[config.mk]
export PLATFORM = sky130hd
export DESIGN_NAME = cpu_top
export DESIGN_NICKNAME = d
export VERILOG_FILES = /design/src/cpu_pkg.sv /design/src/cpu_controller.sv /design/src/instr_fetch.sv /design/src/register_file.sv /design/src/execute_datapath.sv /design/src/cpu_top.sv
export SDC_FILE = /design/constraint.sdc
export NUM_CORES = 2
export LEC_CHECK = 0
export BUFFER_PORTS_ARGS = -buffer_cell sky130_fd_sc_hd__buf_2
export CELL_PAD_IN_SITES_DETAIL_PLACEMENT = 0
export CELL_PAD_IN_SITES_GLOBAL_PLACEMENT = 1
export CORE_UTILIZATION = 47
export CTS_BUF_LIST = sky130_fd_sc_hd__clkbuf_8
export CTS_CLUSTER_DIAMETER = 100
export CTS_CLUSTER_SIZE = 8
export DETAILED_ROUTE_END_ITERATION = 10
export PLACE_DENSITY = 0.75
export SLEW_MARGIN = 30
export SYNTH_ARGS = -nofsm -noshare
export SYNTH_HDL_FRONTEND = slang
export SYNTH_HIERARCHICAL = 1
export SYNTH_SLANG_ARGS = --single-unit
[constraint.sdc]
create_clock -name clk -period 4.2 [get_ports clk]
set_input_delay 1.05 -clock clk [delete_from_list [all_inputs] [get_ports clk]]
set_output_delay 1.05 -clock clk [all_outputs]
set_load 0.1 [all_outputs]
[src/cpu_pkg.sv]
package cpu_pkg;

    localparam int data_w     = 32;
    localparam int reg_addr_w = 4;
    localparam int imm_w      = 10;
    localparam int opcode_w   = 7;
    localparam int num_regs   = 1 << reg_addr_w;
    localparam int flag_w     = 4;

    // instruction word layout
    localparam int op_msb  = 31;
    localparam int op_lsb  = 25;
    localparam int rd_msb  = 24;
    localparam int rd_lsb  = 21;
    localparam int rn_msb  = 20;
    localparam int rn_lsb  = 17;
    localparam int rm_msb  = 16;
    localparam int rm_lsb  = 13;
    localparam int p_bit   = 12;
    localparam int u_bit   = 11;
    localparam int w_bit   = 10;
    localparam int imm_msb = 9;
    localparam int imm_lsb = 0;

    // opcode class bits
    localparam int op_a_rn_bit  = 3;
    localparam int op_b_rm_bit  = 4;
    localparam int op_store_bit = 5;
    localparam int op_mem_bit   = 6;

    // NZCV positions in status
    localparam int flag_n = 3;
    localparam int flag_z = 2;
    localparam int flag_c = 1;
    localparam int flag_v = 0;

    localparam logic [data_w-1:0] reset_pc = '0;
    localparam logic [data_w-1:0] pc_step  = 32'd4;

    // bit 3: A from rn, bit 4: B from rm, bit 5: store, bit 6: memory class
    typedef enum logic [opcode_w-1:0] {
        NOP   = 7'b000_0000,
        HLT   = 7'b000_0001,
        MOV_I = 7'b000_0010,
        ADD_I = 7'b000_1000,
        SUB_I = 7'b000_1001,
        ADD_R = 7'b001_1000,
        SUB_R = 7'b001_1001,
        AND_R = 7'b001_1010,
        ORR_R = 7'b001_1011,
        XOR_R = 7'b001_1100,
        CMP_R = 7'b001_1101,
        LDR_I = 7'b100_1000,
        LDR_R = 7'b101_1000,
        STR_I = 7'b110_1000,
        STR_R = 7'b111_1000
    } op_e;

    typedef enum logic [3:0] {
        reset,
        load_pc_start,
        load_pc_loop,
        fetch,
        fetch_wait,
        decode,
        execute,
        memory,
        memory_wait,
        write_back,
        halt
    } ctrl_state_e;

    typedef enum logic [2:0] {
        ADD = 3'd0,
        SUB = 3'd1,
        AND = 3'd2,
        ORR = 3'd3,
        XOR = 3'd4
    } alu_op_e;

endpackage

[src/cpu_controller.sv]
`timescale 1ns/10ps

module cpu_controller
    import cpu_pkg::*;
(
    input  logic    clk,
    input  logic    rst_n,
    input  op_e     opcode,
    input  logic    P,
    input  logic    U,
    input  logic    W,
    input  logic    wb_ack,
    output logic    load_pc,
    output logic    sel_pc,
    output logic    load_ir,
    output logic    w_en1,
    output logic    w_en2,
    output logic    w_en3,
    output logic    en_A,
    output logic    en_B,
    output logic    sel_A,
    output logic    sel_B,
    output logic    sel_post_indexing,
    output alu_op_e alu_op,
    output logic    en_C,
    output logic    en_status,
    output logic    bus_req,
    output logic    bus_we,
    output logic    sel_addr_data,
    output logic    halted
);

    ctrl_state_e state;
    logic        is_mem;
    logic        is_store;
    logic        writes_rd;

    assign is_mem   = opcode[op_mem_bit];
    assign is_store = opcode[op_store_bit];

    // CMP only sets flags, NOP touches nothing
    assign writes_rd = !is_mem && (opcode != CMP_R) && (opcode != NOP);

    always_ff @(posedge clk or negedge rst_n) begin
        if (!rst_n) begin
            state <= reset;
        end else begin
            case (state)
                reset:         state <= load_pc_start;
                load_pc_start: state <= fetch;
                load_pc_loop:  state <= fetch;
                fetch: begin
                    // hold the bus until the word comes back
                    if (wb_ack) begin
                        state <= fetch_wait;
                    end
                end
                fetch_wait:    state <= decode;
                decode: begin
                    if (opcode == HLT) begin
                        state <= halt;
                    end else begin
                        state <= execute;
                    end
                end
                execute:       state <= memory;
                memory: begin
                    if (!is_mem || wb_ack) begin
                        state <= memory_wait;
                    end
                end
                memory_wait:   state <= write_back;
                write_back:    state <= load_pc_loop;
                halt:          state <= halt;
                default:       state <= reset;
            endcase
        end
    end

    always_comb begin
        load_pc           = 1'b0;
        sel_pc            = 1'b0;
        load_ir           = 1'b0;
        w_en1             = 1'b0;
        w_en2             = 1'b0;
        w_en3             = 1'b0;
        en_A              = 1'b0;
        en_B              = 1'b0;
        sel_A             = 1'b0;
        sel_B             = 1'b0;
        sel_post_indexing = 1'b0;
        alu_op            = ADD;
        en_C              = 1'b0;
        en_status         = 1'b0;
        bus_req           = 1'b0;
        bus_we            = 1'b0;
        sel_addr_data     = 1'b0;
        halted            = 1'b0;

        case (state)
            load_pc_start: begin
                load_pc = 1'b1;
                sel_pc  = 1'b1;
            end
            load_pc_loop: begin
                load_pc = 1'b1;
            end
            fetch: begin
                bus_req = 1'b1;
            end
            fetch_wait: begin
                // IR is valid by the time decode looks at it
                load_ir = 1'b1;
            end
            execute: begin
                en_A  = 1'b1;
                en_B  = 1'b1;
                // zero for A, immediate for B, unless the class bit says register
                sel_A = !opcode[op_a_rn_bit];
                sel_B = !opcode[op_b_rm_bit];
            end
            memory: begin
                en_C = 1'b1;
                if (is_mem) begin
                    alu_op            = U ? ADD : SUB;
                    sel_post_indexing = !P;
                    bus_req           = 1'b1;
                    bus_we            = is_store;
                    sel_addr_data     = 1'b1;
                    // base update lands on the ack cycle
                    w_en2             = wb_ack && (!P || W);
                end else begin
                    case (opcode)
                        SUB_R, SUB_I, CMP_R: alu_op = SUB;
                        AND_R:               alu_op = AND;
                        ORR_R:               alu_op = ORR;
                        XOR_R:               alu_op = XOR;
                        default:             alu_op = ADD;
                    endcase
                    w_en1     = writes_rd;
                    en_status = (opcode == CMP_R);
                end
            end
            write_back: begin
                // loads only
                w_en3 = is_mem && !is_store;
            end
            halt: begin
                halted = 1'b1;
            end
            default: begin
            end
        endcase
    end

endmodule

[src/instr_fetch.sv]
`timescale 1ns/10ps

module instr_fetch
    import cpu_pkg::*;
(
    input  logic                  clk,
    input  logic                  rst_n,
    input  logic                  load_pc,
    input  logic                  sel_pc,
    input  logic                  load_ir,
    input  logic [data_w-1:0]     wb_dat_i,
    input  logic                  wb_ack,
    output logic [data_w-1:0]     pc,
    output op_e                   opcode,
    output logic [reg_addr_w-1:0] rd,
    output logic [reg_addr_w-1:0] rn,
    output logic [reg_addr_w-1:0] rm,
    output logic                  P,
    output logic                  U,
    output logic                  W,
    output logic [imm_w-1:0]      imm
);

    logic [data_w-1:0] fetch_buf;
    logic [data_w-1:0] ir;

    // any ack refreshes the buffer, only the fetch one reaches the IR
    always_ff @(posedge clk) begin
        if (wb_ack) begin
            fetch_buf <= wb_dat_i;
        end
    end

    always_ff @(posedge clk or negedge rst_n) begin
        if (!rst_n) begin
            pc <= reset_pc;
            ir <= '0;
        end else begin
            if (load_pc) begin
                pc <= sel_pc ? reset_pc : pc + pc_step;
            end
            if (load_ir) begin
                ir <= fetch_buf;
            end
        end
    end

    // field split
    assign opcode = op_e'(ir[op_msb:op_lsb]);
    assign rd     = ir[rd_msb:rd_lsb];
    assign rn     = ir[rn_msb:rn_lsb];
    assign rm     = ir[rm_msb:rm_lsb];
    assign P      = ir[p_bit];
    assign U      = ir[u_bit];
    assign W      = ir[w_bit];
    assign imm    = ir[imm_msb:imm_lsb];

endmodule

[src/register_file.sv]
`timescale 1ns/10ps

module register_file
    import cpu_pkg::*;
(
    input  logic                  clk,
    input  logic                  rst_n,
    input  logic [reg_addr_w-1:0] rd,
    input  logic [reg_addr_w-1:0] rn,
    input  logic [reg_addr_w-1:0] rm,
    input  logic                  w_en1,
    input  logic                  w_en2,
    input  logic                  w_en3,
    input  logic [data_w-1:0]     alu_result,
    input  logic [data_w-1:0]     base_result,
    input  logic [data_w-1:0]     load_data,
    output logic [data_w-1:0]     rn_data,
    output logic [data_w-1:0]     rm_data,
    output logic [data_w-1:0]     rd_data
);

    logic [data_w-1:0] regs [num_regs];

    always_ff @(posedge clk or negedge rst_n) begin
        if (!rst_n) begin
            for (int i = 0; i < num_regs; i++) begin
                regs[i] <= '0;
            end
        end else begin
            // second port, base register update
            if (w_en2) begin
                regs[rn] <= base_result;
            end
            // first port, rd wins if both hit one register
            if (w_en1) begin
                regs[rd] <= alu_result;
            end else if (w_en3) begin
                regs[rd] <= load_data;
            end
        end
    end

    assign rn_data = regs[rn];
    assign rm_data = regs[rm];
    // store data source
    assign rd_data = regs[rd];

endmodule

[src/execute_datapath.sv]
`timescale 1ns/10ps

module execute_datapath
    import cpu_pkg::*;
(
    input  logic               clk,
    input  logic               rst_n,
    input  logic               en_A,
    input  logic               en_B,
    input  logic               sel_A,
    input  logic               sel_B,
    input  logic               sel_post_indexing,
    input  alu_op_e            alu_op,
    input  logic               en_C,
    input  logic               en_status,
    input  logic [data_w-1:0]  rn_data,
    input  logic [data_w-1:0]  rm_data,
    input  logic [data_w-1:0]  rd_data,
    input  logic [imm_w-1:0]   imm,
    input  logic [data_w-1:0]  pc,
    input  logic               sel_addr_data,
    input  logic [data_w-1:0]  wb_dat_i,
    input  logic               wb_ack,
    output logic [data_w-1:0]  alu_result,
    output logic [data_w-1:0]  base_result,
    output logic [data_w-1:0]  load_data,
    output logic [data_w-1:0]  bus_adr,
    output logic [data_w-1:0]  bus_dat,
    output logic [flag_w-1:0]  status_flags
);

    logic [data_w-1:0] a_reg;
    logic [data_w-1:0] b_reg;
    logic [data_w-1:0] c_reg;
    logic [data_w-1:0] imm_ext;
    logic [data_w-1:0] alu_out;
    logic [data_w:0]   wide;
    logic              carry;
    logic              ovf;
    logic [flag_w-1:0] flags_next;

    assign imm_ext = {{(data_w - imm_w){1'b0}}, imm};

    always_ff @(posedge clk) begin
        if (en_A) begin
            a_reg <= sel_A ? '0 : rn_data;
        end
        if (en_B) begin
            b_reg <= sel_B ? imm_ext : rm_data;
        end
        if (en_C) begin
            c_reg <= alu_out;
        end
        // only data reads land here
        if (wb_ack && sel_addr_data) begin
            load_data <= wb_dat_i;
        end
    end

    always_comb begin
        wide    = '0;
        carry   = 1'b0;
        ovf     = 1'b0;
        alu_out = a_reg;
        case (alu_op)
            ADD: begin
                wide    = {1'b0, a_reg} + {1'b0, b_reg};
                alu_out = wide[data_w-1:0];
                carry   = wide[data_w];
                ovf     = (a_reg[data_w-1] == b_reg[data_w-1]) &&
                          (alu_out[data_w-1] != a_reg[data_w-1]);
            end
            SUB: begin
                // carry set means no borrow
                wide    = {1'b0, a_reg} + {1'b0, ~b_reg} + {{data_w{1'b0}}, 1'b1};
                alu_out = wide[data_w-1:0];
                carry   = wide[data_w];
                ovf     = (a_reg[data_w-1] != b_reg[data_w-1]) &&
                          (alu_out[data_w-1] != a_reg[data_w-1]);
            end
            AND:     alu_out = a_reg & b_reg;
            ORR:     alu_out = a_reg | b_reg;
            XOR:     alu_out = a_reg ^ b_reg;
            default: alu_out = a_reg;
        endcase
    end

    always_comb begin
        flags_next         = '0;
        flags_next[flag_n] = alu_out[data_w-1];
        flags_next[flag_z] = (alu_out == '0);
        flags_next[flag_c] = carry;
        flags_next[flag_v] = ovf;
    end

    always_ff @(posedge clk or negedge rst_n) begin
        if (!rst_n) begin
            status_flags <= '0;
        end else if (en_status) begin
            status_flags <= flags_next;
        end
    end

    // result bus follows the ALU while C loads, then shows the held result
    assign alu_result  = en_C ? alu_out : c_reg;
    assign base_result = alu_out;

    // post-indexed accesses use the untouched base
    assign bus_adr = sel_addr_data ? (sel_post_indexing ? a_reg : alu_out) : pc;
    assign bus_dat = rd_data;

endmodule

[src/cpu_top.sv]
`timescale 1ns/10ps

module cpu_top
    import cpu_pkg::*;
(
    input  logic              clk,
    input  logic              rst_n,
    output logic              wb_cyc,
    output logic              wb_stb,
    output logic              wb_we,
    output logic [data_w-1:0] wb_adr,
    output logic [data_w-1:0] wb_dat_o,
    input  logic [data_w-1:0] wb_dat_i,
    input  logic              wb_ack,
    output logic              halted,
    output logic [flag_w-1:0] status_flags
);

    logic                  load_pc;
    logic                  sel_pc;
    logic                  load_ir;
    logic                  w_en1;
    logic                  w_en2;
    logic                  w_en3;
    logic                  en_A;
    logic                  en_B;
    logic                  sel_A;
    logic                  sel_B;
    logic                  sel_post_indexing;
    alu_op_e               alu_op;
    logic                  en_C;
    logic                  en_status;
    logic                  sel_addr_data;
    op_e                   opcode;
    logic                  P;
    logic                  U;
    logic                  W;
    logic [data_w-1:0]     pc;
    logic [reg_addr_w-1:0] rd;
    logic [reg_addr_w-1:0] rn;
    logic [reg_addr_w-1:0] rm;
    logic [imm_w-1:0]      imm;
    logic [data_w-1:0]     rn_data;
    logic [data_w-1:0]     rm_data;
    logic [data_w-1:0]     rd_data;
    logic [data_w-1:0]     alu_result;
    logic [data_w-1:0]     base_result;
    logic [data_w-1:0]     load_data;

    // classic cycle, cyc and stb move together
    assign wb_stb = wb_cyc;

    cpu_controller u_ctrl (
        .clk               (clk),
        .rst_n             (rst_n),
        .opcode            (opcode),
        .P                 (P),
        .U                 (U),
        .W                 (W),
        .wb_ack            (wb_ack),
        .load_pc           (load_pc),
        .sel_pc            (sel_pc),
        .load_ir           (load_ir),
        .w_en1             (w_en1),
        .w_en2             (w_en2),
        .w_en3             (w_en3),
        .en_A              (en_A),
        .en_B              (en_B),
        .sel_A             (sel_A),
        .sel_B             (sel_B),
        .sel_post_indexing (sel_post_indexing),
        .alu_op            (alu_op),
        .en_C              (en_C),
        .en_status         (en_status),
        .bus_req           (wb_cyc),
        .bus_we            (wb_we),
        .sel_addr_data     (sel_addr_data),
        .halted            (halted)
    );

    instr_fetch u_fetch (
        .clk      (clk),
        .rst_n    (rst_n),
        .load_pc  (load_pc),
        .sel_pc   (sel_pc),
        .load_ir  (load_ir),
        .wb_dat_i (wb_dat_i),
        .wb_ack   (wb_ack),
        .pc       (pc),
        .opcode   (opcode),
        .rd       (rd),
        .rn       (rn),
        .rm       (rm),
        .P        (P),
        .U        (U),
        .W        (W),
        .imm      (imm)
    );

    register_file u_regs (
        .clk         (clk),
        .rst_n       (rst_n),
        .rd          (rd),
        .rn          (rn),
        .rm          (rm),
        .w_en1       (w_en1),
        .w_en2       (w_en2),
        .w_en3       (w_en3),
        .alu_result  (alu_result),
        .base_result (base_result),
        .load_data   (load_data),
        .rn_data     (rn_data),
        .rm_data     (rm_data),
        .rd_data     (rd_data)
    );

    execute_datapath u_exec (
        .clk               (clk),
        .rst_n             (rst_n),
        .en_A              (en_A),
        .en_B              (en_B),
        .sel_A             (sel_A),
        .sel_B             (sel_B),
        .sel_post_indexing (sel_post_indexing),
        .alu_op            (alu_op),
        .en_C              (en_C),
        .en_status         (en_status),
        .rn_data           (rn_data),
        .rm_data           (rm_data),
        .rd_data           (rd_data),
        .imm               (imm),
        .pc                (pc),
        .sel_addr_data     (sel_addr_data),
        .wb_dat_i          (wb_dat_i),
        .wb_ack            (wb_ack),
        .alu_result        (alu_result),
        .base_result       (base_result),
        .load_data         (load_data),
        .bus_adr           (wb_adr),
        .bus_dat           (wb_dat_o),
        .status_flags      (status_flags)
    );

endmodule

## Word level (Yosys, flattened, before mapping)

Cells that the tools add are included.

- Add/sub/neg operators: 4
- Eq/ne operators: 28
- Mux-type cells: 57
- $lt $le $gt $ge: 5
- Bitwise operators: 7
- Reductions and logical operators: 23

Operators with widths:

| operator | count |
|---|---|
| bitwise mux 512 bit | 3 |
| two-way mux 512 bit | 3 |
| binary-select mux 32 bit (select 4 bit) | 3 |
| two-way mux 32 bit | 12 |
| demux 32 bit (select 4 bit) | 2 |
| one-hot mux 32 bit (5 select lines) | 1 |
| adder 32 x 32 -> 33 bit | 2 |
| one-hot mux 4 bit (10 select lines) | 1 |
| == test 7 x 5 -> 1 bit (second input constant) | 5 |
| adder 33 x 1 -> 33 bit (second input constant) | 1 |
| adder 32 x 3 -> 32 bit (second input constant) | 1 |
| AND 32 bit | 1 |
| logical NOT 32 bit | 1 |
| inverter 32 bit | 1 |
| bitwise OR 32 bit | 1 |
| bitwise XOR 32 bit | 1 |
| two-way mux 1 bit | 22 |
| == test 4 x 3 -> 1 bit (second input constant) | 4 |
| greater-or-equal comparator 5 bit (second input constant) | 3 |
| inverter 4 -> 5 bit | 3 |
| == test 4 bit (second input constant) | 3 |
| two-way mux 4 bit | 3 |
| one-hot mux 3 bit (4 select lines) | 1 |
| less-than comparator 5 x 1 -> 1 bit (second input constant) | 2 |
| 24 further kinds | 44 |

- Bits in registers: 744
- Input port bits: 35
- Output and inout port bits: 72
- Word-level logic and storage cells: 150

## Depth between registers and ports, before layout

- Depth in word-level cells: 12
- Gate-level depth with buffers: 22
- Gate-level depth less buffers: 17

## Modules after synthesis

Netlist, hierarchy kept.

By module, submodules not included:

| module | seq. area each (um^2) | times used | area each (um^2) | cells an instance |
|---|---|---|---|---|
| register_file | 12,812.3 | 1 | 34,859.7 | 3,351 |
| execute_datapath | 3,623.5 | 1 | 11,687.5 | 1,415 |
| instr_fetch | 2,512.4 | 1 | 3,789.9 | 273 |
| cpu_controller | 100.1 | 1 | 521.8 | 77 |
| cpu_top | 0.0 | 1 | 7.5 | 1 |

## Worst setup path after synthesis

OpenSTA, ideal clock, no wires.

- Path kind: register to output
- Start: register u_ctrl.state[2]
- End: output port wb_adr[24]
- Required time: 3.150 ns
- Path slack: -1.743 ns
- Buffers on the path: 5
- Cell stages (with the launch flop): 20
- Arrival: 4.893 ns
- Cell sequence: dfrtp_1 -> nor2b_1 -> nand3_1 -> inv_2 -> nand4_1 -> nor3_1 -> buf_2 -> clkbuf_1 -> clkbuf_1 -> clkbuf_1 -> clkbuf_1 -> a21oi_1 -> a21oi_1 -> nor2_1 -> a31oi_1 -> a21bo_2 -> a22oi_1 -> and2_1 -> mux2i_1 -> a21oi_1

- Longest elaborated chain between the ends: 6
- Elaborated cells between the ends (all ways): 12
- Classes of those cells: eq/ne: 5; mux: 6; reduce/logical: 1

RTL lines:

| what | line | source |
|---|---|---|
| start: declaration | cpu_controller.sv:33 | `ctrl_state_e state;` |
| start signal: assignment | cpu_controller.sv:46 | `state <= reset;` |
| start signal: assignment | cpu_controller.sv:49 | `reset: state <= load_pc_start;` |
| start signal: assignment | cpu_controller.sv:50 | `load_pc_start: state <= fetch;` |
| == test 4 x 3 -> 1 bit (*) | cpu_controller.sv:100 | `case (state)` |
| two-way mux 3 bit (*) | cpu_controller.sv:100 |  |
| via alu_op[2] | cpu_top.sv:30 | `alu_op_e alu_op;` |
| == test 3 bit, or another cell as far along | execute_datapath.sv:65 | `case (alu_op)` |
| one-hot mux 32 bit (5 select lines) (*) | execute_datapath.sv:65 |  |
| via base_result[24] | cpu_top.sv:47 | `logic [data_w-1:0] base_result;` |
| two-way mux 32 bit (*) (2 in a row) | execute_datapath.sv:109 | `assign bus_adr = sel_addr_data ? (sel_post_indexing ? a_reg : alu_out) : pc;` |
| end: declaration | cpu_top.sv:11 | `output logic [data_w-1:0] wb_adr,` |

Mark *: on every way through the listed nets, which the timed path passes. The rest lies on a longest branch.

## Worst setup path in the final report

- Start: register u_exec.b_reg[0]
- End: output port wb_adr[30]

- Longest elaborated chain between the ends: 6
- Elaborated cells between the ends (all ways): 7
- Classes of those cells: add/sub: 3; mux: 3; bitwise: 1

RTL lines:

| what | line | source |
|---|---|---|
| start: declaration | execute_datapath.sv:33 | `logic [data_w-1:0] b_reg;` |
| start signal: assignment | execute_datapath.sv:49 | `b_reg <= sel_B ? imm_ext : rm_data;` |
| inverter 32 bit | execute_datapath.sv:75 | `wide = {1'b0, a_reg} + {1'b0, ~b_reg} + {{data_w{1'b0}}, 1'b1};` |
| adder 32 x 32 -> 33 bit | execute_datapath.sv:75 |  |
| adder 33 x 1 -> 33 bit | execute_datapath.sv:75 |  |
| one-hot mux 32 bit (5 select lines) (*) | execute_datapath.sv:65 |  |
| via base_result[30] | cpu_top.sv:47 |  |
| two-way mux 32 bit (*) (2 in a row) | execute_datapath.sv:109 |  |

Marked as above.

==> flow_metrics.tcl <==
set metrics [dict create \
    setup_violations 63 \
    synth.top_cell.area_share_pct 28.6 \
    io_pins 107 \
    synth-edff-count 128 \
    synthTopCellsByArea "dfrtp_1, mux4_2, nand2_1, a32oi_1, edfxtp_1" \
    yosysMostFrequentCell "nand2_1" \
    num_vias 51100 \
    powerDensity_mw_per_mm2 782 \
    hold_path.class "input pin to asynchronous set/reset pin" \
    dieArea_mm2 0.110 \
    drtPass1Iterations 8 \
    die_w_um 331 \
    p_sw_share_pct 50.6 \
    seq_area_mm2 0.0191 \
    yosysSeqAreaShare_pct 37.4 \
    cp_top_family "compound AO/OA/AOI/OAI gates" \
    p_leak_nw 25.0 \
    ctsHoldBuffers 0 \
    largest_register_ffs 512 \
    grt_use_total_pct 42.9 \
    cap_violations 0 \
    endpoint_kind "output port" \
    fp.coreArea_mm2 0.107 \
    placed_area_mm2 0.0579 \
    io_buffers 106 \
    first_iter_violations 7836 \
    cp.depth 16 \
    drive_gt1_share_pct 35.4 \
    fillers 8886 \
    worst_slack_ns -1.34 \
    grt_max_degree 84 \
    path_cells "buf_6 > ha_4 > fa_2 > a211oi_4 > o211ai_1 > nand2_2 > o21ai_2 > a21o_1 > a21o_1 > a221o_1 > or3b_4 > a21boi_4 > mux2i_4 > buf_6 > a21oi_4 > buf_12" \
    synth_cell_types 100 \
    period_minus_slack_ns 5.54 \
    synthCells 5117 \
    required_ns 3.15 \
    synth_commonest_cells "nand2_1, dfrtp_1, a32oi_1, mux4_2, clkbuf_1" \
    slew_violations 0 \
    synthArstFlopShare_pct 78.4 \
    viasPerCell 7.20 \
    cts_tree "yes" \
    synthFlopType "dfrtp_1" \
    cts_root_buf "clkbuf_8" \
    final_cell_area_mm2 0.0638 \
    grt_pass1_wl_um 340000 \
    intPower_mw 24.7 \
    cp-start-kind "register" \
    synth_seq_cells 742 \
    cts.sinks 742 \
    htreeDepth 3 \
    hold_viol_final 0 \
    numCtsBuffers 104 \
    p_sw_mw 25.2 \
    irDropWorstVdd_mv 1.00 \
    avgSynthCellArea_um2 9.94 \
    die_height_um 331 \
    overflow 0 \
    critical_path_buf_inv_count 3 \
    cts_buffer_depth 3 \
    globalplace.congestion 1.01 \
    max_freq_mhz 181 \
    hpwl_um 156000 \
    std_cell_rows 120 \
    nets 5776 \
    worstMarginPinSlew_ns 1.03 \
    rsz0062_at_grt "true" \
    clk_latency_ns 0.83 \
    drc_errors 0 \
    crit_arrival_ns 4.49 \
    multi_input_area_mm2 0.0313 \
    ys_warn_count 6 \
    relSlewSlack_pct 31.3 \
    finalCritPeriodShare_pct 132 \
    initial_core_util_pct 47.4 \
    clock_skew_ns 0.0513 \
    max_stage_delay_ns 0.45 \
    violations "negative setup slack" \
    path_class "register to output port" \
    holdWs_ns 0.330 \
    antenna_found_initial 8 \
    regMostFlops "u_regs/regs" \
    ant_nets 0 \
    clkPwrFrac_pct 10.8 \
    syn_area_mm2 0.0509 \
    synth_top_area_cell "dfrtp_1" \
    path_max_fanout 3 \
    status "complete, but fails checks" \
    wirelength_um 241000 \
    pwr-share-seq_pct 24.9 \
    wl_per_cell_um 33.9 \
    grt_pass1_vias 49700 \
    worst_path_max_delay_cell "edfxtp_1" \
    areaGrowthSynthToFinish_pct 25.4 \
    clk_pin_slew_ns 0.07 \
    r2r_cells 22 \
    power_frac_comb_pct 64.3 \
]
worst register-to-register path, stage by stage (launching register included):
cell	delay (ns)
edfxtp_1	0.45
buf_6	0.16
ha_4	0.15
fa_2	0.37
a211oi_4	0.26
o211ai_1	0.15
nand2_2	0.15
buf_4	0.13
buf_6	0.08
buf_6	0.08
buf_6	0.09
a31o_4	0.16
and2_4	0.18
o21a_1	0.11
o211a_1	0.18
buf_4	0.11
buf_4	0.14
inv_1	0.08
or4_1	0.53
nor4_4	0.28
buf_4	0.18
o2111ai_4	0.14
o21ai_2	0.17
area by class of cell:
cell class | instances | area share (%)
Antenna cell | 3 | 0.0118
Clock buffer | 105 | 2.27
Clock inverter | 52 | 0.408
Inverter | 123 | 0.763
Multi-Input combinational cell | 3671 | 49.1
Sequential cell | 742 | 29.9
Tap cell | 1403 | 2.75
Timing Repair Buffer | 992 | 14.8
final timing paths:
check                                         end                  from  slack [ns]
min                               u_regs/regs[64]                 rst_n        0.33
max reg2reg                u_exec/status_flags[2]       u_exec/b_reg[0]       -0.20
min reg2reg                         u_fetch/ir[4]  u_fetch/fetch_buf[4]        0.47
max in group asynchronous        u_regs/regs[171]                 rst_n        2.76
max                                    wb_adr[30]       u_exec/b_reg[0]       -1.34
min in group clk            u_fetch/fetch_buf[22]          wb_dat_i[22]        0.42
metrics by stage:
step	utilization, %	std cells	power [mW]	setup WS, ns	TNS (ns)
floorplan	-	5118	29.9	-0.428	-0.863
global placement	54.0	6753	40.2	-0.702	-7.38
detailed placement	54.0	6753	40.6	-0.747	-8.48
CTS	58.2	7028	47.5	-1.29	-27.57
global route	59.5	7089	51.1	-1.45	-39.70
finish	59.5	7091	49.9	-1.34	-31.07
power by group through the flow:
stage	clock network (mW)	registers, mW	logic (mW)
2_1_floorplan	0	11.2	18.7
3_3_place_gp	0	12.3	27.9
3_5_place_dp	0	12.5	28.1
4_1_cts	5.39	12.3	29.8
5_1_grt	5.69	12.7	32.8
6_report	5.38	12.4	32.1
metal layers:
metal | wire (µm) | vias up | GRT usage, %
met4 | 19400 | 14 | 29.2
met3 | 34400 | 1254 | 16.2
li1 | - | 20300 | -
met5 | 275 | - | 1.57
met1 | 82000 | 25200 | 51.8
met2 | 104000 | 4315 | 63.5
logic make-up (layout without fill, tap and decap cells):
family | Yosys count | in the layout | synth area share, %
simple gates | 1741 | 1741 | 14.7
compound gates | 1277 | 1277 | 18.7
flops | 742 | 742 | 37.4
buf+inv | 705 | 1272 | 6.19
mux | 524 | 524 | 20.0
fa+ha+maj | 107 | 107 | 2.66
xor+xnor | 20 | 20 | 0.344
other cells | 1 | 5 | 0.00737
cell usage in the layout, fill, tap and decap left out, types with 16 or more instances in the layout:
cell type and instances:
edfxtp_1 128, o21ai_2 21, nand2_1 1164, inv_1 129, buf_12 118, dfxtp_1 32
inv_2 31, ha_4 22, o31ai_1 16, nor3_1 19, buf_6 113, a22oi_1 197
a21oi_1 105, nor2_4 34, nor2_1 164, mux2_2 53, nor2b_1 66, mux2i_1 47
dfrtp_1 576, buf_2 60, ha_1 75, mux2_4 16, a21oi_2 37, a32oi_1 497
clkbuf_8 105, nand2_2 36, buf_4 681, nand3_1 29, nand2b_1 26, o21ai_0 97
o22ai_1 33, a21oi_4 29, mux4_2 384, o211ai_1 25
timing repair:
action | in CTS | in global routing
pin swaps | 153 | 131
gates resized for setup | 419 | 216
gates cloned | 4 | 6
endpoints found under the setup margin | 90 | 275
buffers inserted | 139 | 89
No activity file was read; power rests on OpenSTA's default activity.
